--- src/mipsIsaPkg.sv ---
`default_nettype none

package mipsIsaPkg;

    // Register-format word
    typedef struct packed {
        logic [5:0] opcode;
        logic [4:0] rs;
        logic [4:0] rt;
        logic [4:0] rd;
        logic [4:0] shamt;
        logic [5:0] funct;
    } rFormat;

    // Immediate-format word
    typedef struct packed {
        logic [5:0]  opcode;
        logic [4:0]  rs;
        logic [4:0]  rt;
        logic [15:0] imm;
    } iFormat;

    // Same 32 bits, two views
    typedef union packed {
        rFormat r;
        iFormat i;
    } mipsInstruction;

    // ------------------------------------------------------------
    // Opcodes
    // ------------------------------------------------------------
    localparam logic [5:0] opSpecial = 6'h00;
    localparam logic [5:0] opAddi    = 6'h08;
    localparam logic [5:0] opSlti    = 6'h0A;
    localparam logic [5:0] opAndi    = 6'h0C;
    localparam logic [5:0] opOri     = 6'h0D;
    localparam logic [5:0] opXori    = 6'h0E;
    localparam logic [5:0] opLui     = 6'h0F;

    // ------------------------------------------------------------
    // Function codes under opSpecial
    // ------------------------------------------------------------
    localparam logic [5:0] fnSll = 6'h00;
    localparam logic [5:0] fnSrl = 6'h02;
    localparam logic [5:0] fnAdd = 6'h20;
    localparam logic [5:0] fnSub = 6'h22;
    localparam logic [5:0] fnAnd = 6'h24;
    localparam logic [5:0] fnOr  = 6'h25;
    localparam logic [5:0] fnXor = 6'h26;
    localparam logic [5:0] fnSlt = 6'h2A;

endpackage

`default_nettype wire

--- src/mipsPipePkg.sv ---
`default_nettype none

package mipsPipePkg;

    // Register value as it moves through the pipeline
    typedef logic [31:0] dataWord;

    // Register number
    typedef logic [4:0] regIndex;

    // Architectural register count
    localparam int regCount = 32;

endpackage

`default_nettype wire

--- src/mipsIssueIf.sv ---
`default_nettype none

interface mipsIssueIf
    import mipsIsaPkg::*, mipsPipePkg::*;
();

    logic           rValid;
    logic           iValid;
    mipsInstruction instruction;
    dataWord        operandA;
    dataWord        operandB;
    regIndex        dest;

    // Issue stage drives everything
    modport source (
        output rValid, iValid, instruction, operandA, operandB, dest
    );

    // Both execution units listen
    modport exec (
        input rValid, iValid, instruction, operandA, operandB, dest
    );

endinterface

`default_nettype wire

--- src/mipsRegisterFile.sv ---
`default_nettype none

module mipsRegisterFile
    import mipsPipePkg::*;
(
    input  logic    Clock,
    input  logic    Reset,
    input  regIndex readIndexA,
    input  regIndex readIndexB,
    input  regIndex viewIndex,
    output dataWord readDataA,
    output dataWord readDataB,
    output dataWord viewData,
    input  logic    writeEnable,
    input  regIndex writeIndex,
    input  dataWord writeData
);

    dataWord regs [regCount];

    // Register 0 is never loaded, so it stays at zero
    always_ff @(posedge Clock or posedge Reset) begin
        if (Reset) begin
            for (int n = 0; n < regCount; n++) begin
                regs[n] <= '0;
            end
        end else if (writeEnable && writeIndex != '0) begin
            regs[writeIndex] <= writeData;
        end
    end

    assign readDataA = regs[readIndexA];
    assign readDataB = regs[readIndexB];
    assign viewData  = regs[viewIndex];

    // Writeback must already drop writes to register 0
    noZeroWrite: assert property (@(posedge Clock) disable iff (Reset)
        !(writeEnable && writeIndex == '0));

endmodule

`default_nettype wire

--- src/mipsIssue.sv ---
`default_nettype none

module mipsIssue
    import mipsIsaPkg::*, mipsPipePkg::*;
(
    input  logic           Clock,
    input  logic           Reset,
    input  logic           insValid,
    input  mipsInstruction insWord,
    output regIndex        readIndexA,
    output regIndex        readIndexB,
    input  dataWord        readDataA,
    input  dataWord        readDataB,
    input  logic           bypassValid,
    input  regIndex        bypassIndex,
    input  dataWord        bypassData,
    output logic           illegal,
    mipsIssueIf.source     issue
);

    logic           isRegOp;
    logic           isImmOp;
    logic           rValidQ;
    logic           iValidQ;
    mipsInstruction heldWord;
    regIndex        destQ;
    logic           forwardA;
    logic           forwardB;

    // ------------------------------------------------------------
    // Classification of the strobed word
    // ------------------------------------------------------------
    always_comb begin
        isRegOp = 1'b0;
        if (insWord.r.opcode == opSpecial) begin
            case (insWord.r.funct)
                fnAdd, fnSub, fnAnd, fnOr, fnXor, fnSlt, fnSll, fnSrl: isRegOp = 1'b1;
                default: isRegOp = 1'b0;
            endcase
        end
    end

    always_comb begin
        case (insWord.i.opcode)
            opAddi, opSlti, opAndi, opOri, opXori, opLui: isImmOp = 1'b1;
            default: isImmOp = 1'b0;
        endcase
    end

    // Issue registers, loaded on the strobe edge
    always_ff @(posedge Clock or posedge Reset) begin
        if (Reset) begin
            rValidQ  <= 1'b0;
            iValidQ  <= 1'b0;
            illegal  <= 1'b0;
            heldWord <= '0;
            destQ    <= '0;
        end else begin
            rValidQ <= insValid && isRegOp;
            iValidQ <= insValid && isImmOp;
            illegal <= insValid && !isRegOp && !isImmOp;
            if (insValid) begin
                heldWord <= insWord;
                // rd for R-format, rt for I-format
                destQ    <= isRegOp ? insWord.r.rd : insWord.i.rt;
            end
        end
    end

    // ------------------------------------------------------------
    // Operand read with bypass from the ALU result registers
    // ------------------------------------------------------------
    assign readIndexA = heldWord.r.rs;
    assign readIndexB = heldWord.r.rt;

    assign forwardA = bypassValid && bypassIndex == readIndexA && readIndexA != '0;
    assign forwardB = bypassValid && bypassIndex == readIndexB && readIndexB != '0;

    assign issue.operandA    = forwardA ? bypassData : readDataA;
    assign issue.operandB    = forwardB ? bypassData : readDataB;
    assign issue.rValid      = rValidQ;
    assign issue.iValid      = iValidQ;
    assign issue.instruction = heldWord;
    assign issue.dest        = destQ;

    oneUnitOnly: assert property (@(posedge Clock) disable iff (Reset)
        !(rValidQ && iValidQ));

endmodule

`default_nettype wire

--- src/mipsRegisterAlu.sv ---
`default_nettype none

module mipsRegisterAlu
    import mipsIsaPkg::*, mipsPipePkg::*;
(
    input  logic     Clock,
    input  logic     Reset,
    mipsIssueIf.exec exec,
    output logic     resultValid,
    output regIndex  resultIndex,
    output dataWord  resultData
);

    dataWord aluValue;

    always_comb begin
        case (exec.instruction.r.funct)
            fnAdd:   aluValue = exec.operandA + exec.operandB;
            fnSub:   aluValue = exec.operandA - exec.operandB;
            fnAnd:   aluValue = exec.operandA & exec.operandB;
            fnOr:    aluValue = exec.operandA | exec.operandB;
            fnXor:   aluValue = exec.operandA ^ exec.operandB;
            // Signed compare, result is 1 or 0
            fnSlt:   aluValue = {31'b0, $signed(exec.operandA) < $signed(exec.operandB)};
            fnSll:   aluValue = exec.operandB << exec.instruction.r.shamt;
            fnSrl:   aluValue = exec.operandB >> exec.instruction.r.shamt;
            default: aluValue = '0;
        endcase
    end

    // Result register, one cycle after issue
    always_ff @(posedge Clock or posedge Reset) begin
        if (Reset) begin
            resultValid <= 1'b0;
            resultIndex <= '0;
            resultData  <= '0;
        end else begin
            resultValid <= exec.rValid;
            if (exec.rValid) begin
                resultIndex <= exec.dest;
                resultData  <= aluValue;
            end
        end
    end

endmodule

`default_nettype wire

--- src/mipsImmediateAlu.sv ---
`default_nettype none

module mipsImmediateAlu
    import mipsIsaPkg::*, mipsPipePkg::*;
(
    input  logic     Clock,
    input  logic     Reset,
    mipsIssueIf.exec exec,
    output logic     resultValid,
    output regIndex  resultIndex,
    output dataWord  resultData
);

    dataWord signImm;
    dataWord zeroImm;
    dataWord aluValue;

    assign signImm = {{16{exec.instruction.i.imm[15]}}, exec.instruction.i.imm};
    assign zeroImm = {16'h0000, exec.instruction.i.imm};

    always_comb begin
        case (exec.instruction.i.opcode)
            opAddi:  aluValue = exec.operandA + signImm;
            opSlti:  aluValue = {31'b0, $signed(exec.operandA) < $signed(signImm)};
            opAndi:  aluValue = exec.operandA & zeroImm;
            opOri:   aluValue = exec.operandA | zeroImm;
            opXori:  aluValue = exec.operandA ^ zeroImm;
            // Upper half loaded, lower half cleared
            opLui:   aluValue = {exec.instruction.i.imm, 16'h0000};
            default: aluValue = '0;
        endcase
    end

    always_ff @(posedge Clock or posedge Reset) begin
        if (Reset) begin
            resultValid <= 1'b0;
            resultIndex <= '0;
            resultData  <= '0;
        end else begin
            resultValid <= exec.iValid;
            if (exec.iValid) begin
                resultIndex <= exec.dest;
                resultData  <= aluValue;
            end
        end
    end

endmodule

`default_nettype wire

--- src/mipsWriteback.sv ---
`default_nettype none

module mipsWriteback
    import mipsPipePkg::*;
(
    input  logic    Clock,
    input  logic    Reset,
    input  logic    rValid,
    input  logic    iValid,
    input  regIndex rIndex,
    input  regIndex iIndex,
    input  dataWord rData,
    input  dataWord iData,
    output logic    writeEnable,
    output regIndex writeIndex,
    output dataWord writeData,
    output logic    retireValid,
    output regIndex retireIndex,
    output dataWord retireValue
);

    logic anyValid;

    // Pick the unit that holds a result
    assign anyValid   = rValid || iValid;
    assign writeIndex = rValid ? rIndex : iIndex;
    assign writeData  = (writeIndex == '0) ? '0 : (rValid ? rData : iData);

    // Register 0 retires but is never written
    assign writeEnable = anyValid && writeIndex != '0;

    always_ff @(posedge Clock or posedge Reset) begin
        if (Reset) begin
            retireValid <= 1'b0;
            retireIndex <= '0;
            retireValue <= '0;
        end else begin
            retireValid <= anyValid;
            retireIndex <= writeIndex;
            retireValue <= writeData;
        end
    end

    unitsExclusive: assert property (@(posedge Clock) disable iff (Reset)
        !(rValid && iValid));

endmodule

`default_nettype wire

--- src/mipsRegisterViewer.sv ---
`default_nettype none

module mipsRegisterViewer
    import mipsPipePkg::*;
#(
    parameter int LedWidth = 16
) (
    input  logic                Clock,
    input  logic                Reset,
    input  logic                btn,
    output regIndex             viewIndex,
    input  dataWord             viewData,
    output logic [LedWidth-1:0] leds
);

    logic    btnLast;
    regIndex index;
    dataWord selected;

    // Index wraps around 32 through its own width
    always_ff @(posedge Clock or posedge Reset) begin
        if (Reset) begin
            btnLast  <= 1'b0;
            index    <= '0;
            selected <= '0;
            leds     <= '0;
        end else begin
            btnLast <= btn;
            if (btn && !btnLast) begin
                index <= index + 1'b1;
            end
            selected <= viewData;
            leds     <= selected[LedWidth-1:0];
        end
    end

    assign viewIndex = index;

endmodule

`default_nettype wire

--- src/mipsCore.sv ---
`default_nettype none

module mipsCore
    import mipsPipePkg::*;
(
    input  logic        Clock,
    input  logic        Reset,
    input  logic        insValid,
    input  logic [31:0] insWord,
    input  logic        btn,
    output logic [15:0] leds,
    output logic        illegal,
    output logic        retireValid,
    output logic [4:0]  retireIndex,
    output logic [31:0] retireValue
);

    // ------------------------------------------------------------
    // Internal wiring
    // ------------------------------------------------------------
    regIndex readIndexA;
    regIndex readIndexB;
    dataWord readDataA;
    dataWord readDataB;
    regIndex viewIndex;
    dataWord viewData;

    logic    writeEnable;
    regIndex writeIndex;
    dataWord writeData;

    logic    rValid;
    logic    iValid;
    regIndex rIndex;
    regIndex iIndex;
    dataWord rData;
    dataWord iData;

    mipsIssueIf issueBus ();

    mipsRegisterFile u_registerFile (
        .Clock       (Clock),
        .Reset       (Reset),
        .readIndexA  (readIndexA),
        .readIndexB  (readIndexB),
        .viewIndex   (viewIndex),
        .readDataA   (readDataA),
        .readDataB   (readDataB),
        .viewData    (viewData),
        .writeEnable (writeEnable),
        .writeIndex  (writeIndex),
        .writeData   (writeData)
    );

    // Bypass is the writeback triple itself
    mipsIssue u_issue (
        .Clock       (Clock),
        .Reset       (Reset),
        .insValid    (insValid),
        .insWord     (insWord),
        .readIndexA  (readIndexA),
        .readIndexB  (readIndexB),
        .readDataA   (readDataA),
        .readDataB   (readDataB),
        .bypassValid (writeEnable),
        .bypassIndex (writeIndex),
        .bypassData  (writeData),
        .illegal     (illegal),
        .issue       (issueBus.source)
    );

    mipsRegisterAlu u_registerAlu (
        .Clock       (Clock),
        .Reset       (Reset),
        .exec        (issueBus.exec),
        .resultValid (rValid),
        .resultIndex (rIndex),
        .resultData  (rData)
    );

    mipsImmediateAlu u_immediateAlu (
        .Clock       (Clock),
        .Reset       (Reset),
        .exec        (issueBus.exec),
        .resultValid (iValid),
        .resultIndex (iIndex),
        .resultData  (iData)
    );

    mipsWriteback u_writeback (
        .Clock       (Clock),
        .Reset       (Reset),
        .rValid      (rValid),
        .iValid      (iValid),
        .rIndex      (rIndex),
        .iIndex      (iIndex),
        .rData       (rData),
        .iData       (iData),
        .writeEnable (writeEnable),
        .writeIndex  (writeIndex),
        .writeData   (writeData),
        .retireValid (retireValid),
        .retireIndex (retireIndex),
        .retireValue (retireValue)
    );

    mipsRegisterViewer #(
        .LedWidth (16)
    ) u_registerViewer (
        .Clock     (Clock),
        .Reset     (Reset),
        .btn       (btn),
        .viewIndex (viewIndex),
        .viewData  (viewData),
        .leds      (leds)
    );

endmodule

`default_nettype wire

--- config.mk ---
export PLATFORM = sky130hd
export DESIGN_NAME = mipsCore
export DESIGN_NICKNAME = d
export VERILOG_FILES = /design/src/mipsIsaPkg.sv /design/src/mipsPipePkg.sv /design/src/mipsIssueIf.sv /design/src/mipsRegisterFile.sv /design/src/mipsIssue.sv /design/src/mipsRegisterAlu.sv /design/src/mipsImmediateAlu.sv /design/src/mipsWriteback.sv /design/src/mipsRegisterViewer.sv /design/src/mipsCore.sv
export SDC_FILE = /design/constraint.sdc
export NUM_CORES = 2
export LEC_CHECK = 0
export BUFFER_PORTS_ARGS = -buffer_cell sky130_fd_sc_hd__clkbuf_2
export CORE_ASPECT_RATIO = 1.2
export CORE_MARGIN = 2
export CORE_UTILIZATION = 30
export DETAILED_ROUTE_END_ITERATION = 12
export PLACE_DENSITY = 0.42
export SLEW_MARGIN = 0
export SYNTH_ARGS = -nofsm -noshare
export SYNTH_HDL_FRONTEND = slang
export SYNTH_HIERARCHICAL = 1
export SYNTH_SLANG_ARGS = --single-unit
export TNS_END_PERCENT = 50
--- constraint.sdc ---
create_clock -name Clock -period 34.9 [get_ports Clock]
set_input_delay 6.98 -clock Clock [delete_from_list [all_inputs] [get_ports Clock]]
set_output_delay 6.98 -clock Clock [all_outputs]
set_load 0.005 [all_outputs]
==> results.tsv <==
metric	value	unit
outcome	finished clean	
Max VDD drop	0.0000511	V
DR WL met2	163	mm
met1 WL	145	mm
crit path buf inv count	5	
core area	267000	um^2
Fin Setup TNS	0	ns
Max Cap Viol	0	
drt wl/cell	31.4	um
grt total ovfl	0	
cell row count	208	
Place WS	24.34	ns
initial antenna violation count	22	
pin count of the biggest net entering global routing	170	
WHS	0.334	ns
worst-margin pin slew	1.46	ns
cts hold-fix bufs	0	
clock slew at reported path FFs	0.06	ns
f_max	104	MHz
fin. max-slew vios	0	
Synth Instances	7502	
vias in the first global route	64100	
DRT iter0 DRCs	4934	
vias per inst	5.74	
chip width	477	um
type of the most critical hold path	flip-flop to flip-flop	
Initial DRT Pass Iterations	6	
GRT Total Usage	0.243	
Area Overhead vs Synth	9.91	%
Cell Pwr Density	52.6	nW/um^2
delay-heaviest family, CP	buffers and inverters	
WL met3	15.3	mm
reg-to-reg endpoint	u_registerAlu/resultData[19]$_DFFE_PP0P_	
DRT antenna net count	0	
I/O pin count	91	
Reg2Reg Depth	21	
critical path type	input port to async pin	
CP max stage cell	buf_4	
Die H	572	um
die area	273000	um^2
Initial Util	0.301	
Syn Area/Cell	10.7	um^2
Mapped Nets	7722	
crit-path cells	clkbuf_2 -> clkinvlp_4 -> buf_4 -> buf_4 -> buf_4	
Clock Latency Late Sink	0.85	ns
worst hold path stage count	0	
DP Wirelength	211	mm
reg-to-reg critical path startpoint	u_issue/issue.instruction[17]$_DFFE_PP0P_	
CP dominant cell by count	buf_4	
Largest stage delay, worst path	0.90	ns
worst reg-to-reg setup slack	25.85	ns
layout cells sized above 1	0.244	
first-pass GRT wire length	485	mm
TritonCTS clock tree	built	
Tcrit/Tclk final	0.276	
leakage	41.3	nW
Worst Path Required	35.66	ns
Vias	62500	
crit end category	async pin	
Worst Setup SP	Reset	
total CTS buffers	153	
synth warn	6	
worst relative slew slack	0.0292	
Max clock buf depth	4	
CTS Sinks	1216	
RSZ-0062 raised after global routing	no	
Critical Path Source Type	input port	
CP max FO	77	
number of post-CTS setup repair buffers	0	
Endpoint, Worst Hold	u_registerViewer/leds[5]$_DFF_PP0_	
routed wire length	342	mm
min-delay src	u_registerViewer/selected[5]$_DFF_PP0_	
nets	7418	
Synth Cell Area	80500	um^2
H-tree levels	4	
GP Congestion	0.944	
minimum clock period	9.62	ns
Critical Path AT	10.38	ns
Max Clock Skew	0.0737	ns
max layer used	met5	
Setup violations, final	0	
post-route worst setup slack	25.28	ns
# resized after CTS	0	
Clock Tree Root	clkbuf_16	
# port buffers	90	
Final Hold Fails	0	
final routed DRC violation total	0	
## cell type report
cell class / count / area [um^2]
Antenna cell: 12 / 30.0
Clock buffer: 232 / 4630
Clock inverter: 32 / 332
Fill cell: 26900 / 179000
Inverter: 166 / 628
Multi-Input combinational cell: 5370 / 46000
Sequential cell: 1216 / 30400
Tap cell: 3570 / 4470
Timing Repair Buffer: 291 / 2050
## flip-flops by register name, summed over array words and instances (netlist names), 5 cells and up
register and count:
u_writeback/retireIndex 5, u_registerViewer/leds 16, u_registerFile/regs 1024, u_registerViewer/selected 16, u_registerViewer/viewIndex 5, u_writeback/retireValue 32, u_immediateAlu/resultData 32, u_immediateAlu/resultIndex 5
u_registerAlu/resultIndex 5, u_registerAlu/resultData 32, u_issue/issue.instruction 32, u_issue/issue.dest 5
## worst max path at each step
| stage | to | slack (ns) | depth (start not counted) |
|---|---|---|---|
| floorplan | u_registerFile/regs[0]$_DFFE_PP0P_ | 13.81 | 1 |
| detailed placement | u_registerFile/regs[195]$_DFFE_PP0P_ | 24.34 | 5 |
| finish | u_registerFile/regs[933]$_DFFE_PP0P_ | 25.28 | 5 |
| CTS | u_registerFile/regs[933]$_DFFE_PP0P_ | 25.20 | 5 |
| global route | u_registerFile/regs[901]$_DFFE_PP0P_ | 24.81 | 5 |
| global placement | u_registerFile/regs[687]$_DFFE_PP0P_ | 24.40 | 5 |
## routing by layer
layer	GRT usage	vias up
li1	-	27000
met1	0.306	32700
met2	0.413	2032
met3	0.0279	719
met4	0.118	4
met5	0	-
## cells in the final DEF, fill, tap and decap left out, drive strengths merged, types with 11 or more instances in the layout
master	instances
mux2i	1383
dfrtp	1216
mux2	1113
a21oi	424
nand2	389
clkbuf	322
nand3	268
a22oi	267
nor2	262
buf	201
ha	181
inv	165
a22o	163
o21ai	127
nor3	115
a31oi	99
mux4	50
xnor2	32
o22ai	30
a211oi	30
a21o	29
nor2b	29
clkinv	26
o21bai	25
a221o	24
nor4	24
o221ai	20
nand2b	20
o211ai	19
a221oi	18
o2bb2ai	17
o31ai	17
and3	16
nand4	13
diode	12
nor3b	12
or3	11
or2	11
## through the flow
step	power, mW	instances	area, um^2	util
after detailed placement	3.04	10600	83500	0.313
after floorplan	2.51	7502	80600	-
after global placement	3.04	10600	83500	0.313
after CTS	4.68	10900	88500	0.331
after global routing	4.83	10900	88500	0.331
final	4.65	10900	88500	0.331
## power by group
part	switching (mW)	total, mW	internal, mW
registers	0.0435	1.48	1.44
clock network	0.665	1.61	0.949
logic	1.05	1.56	0.505
Power figures use the tool's default switching activity.
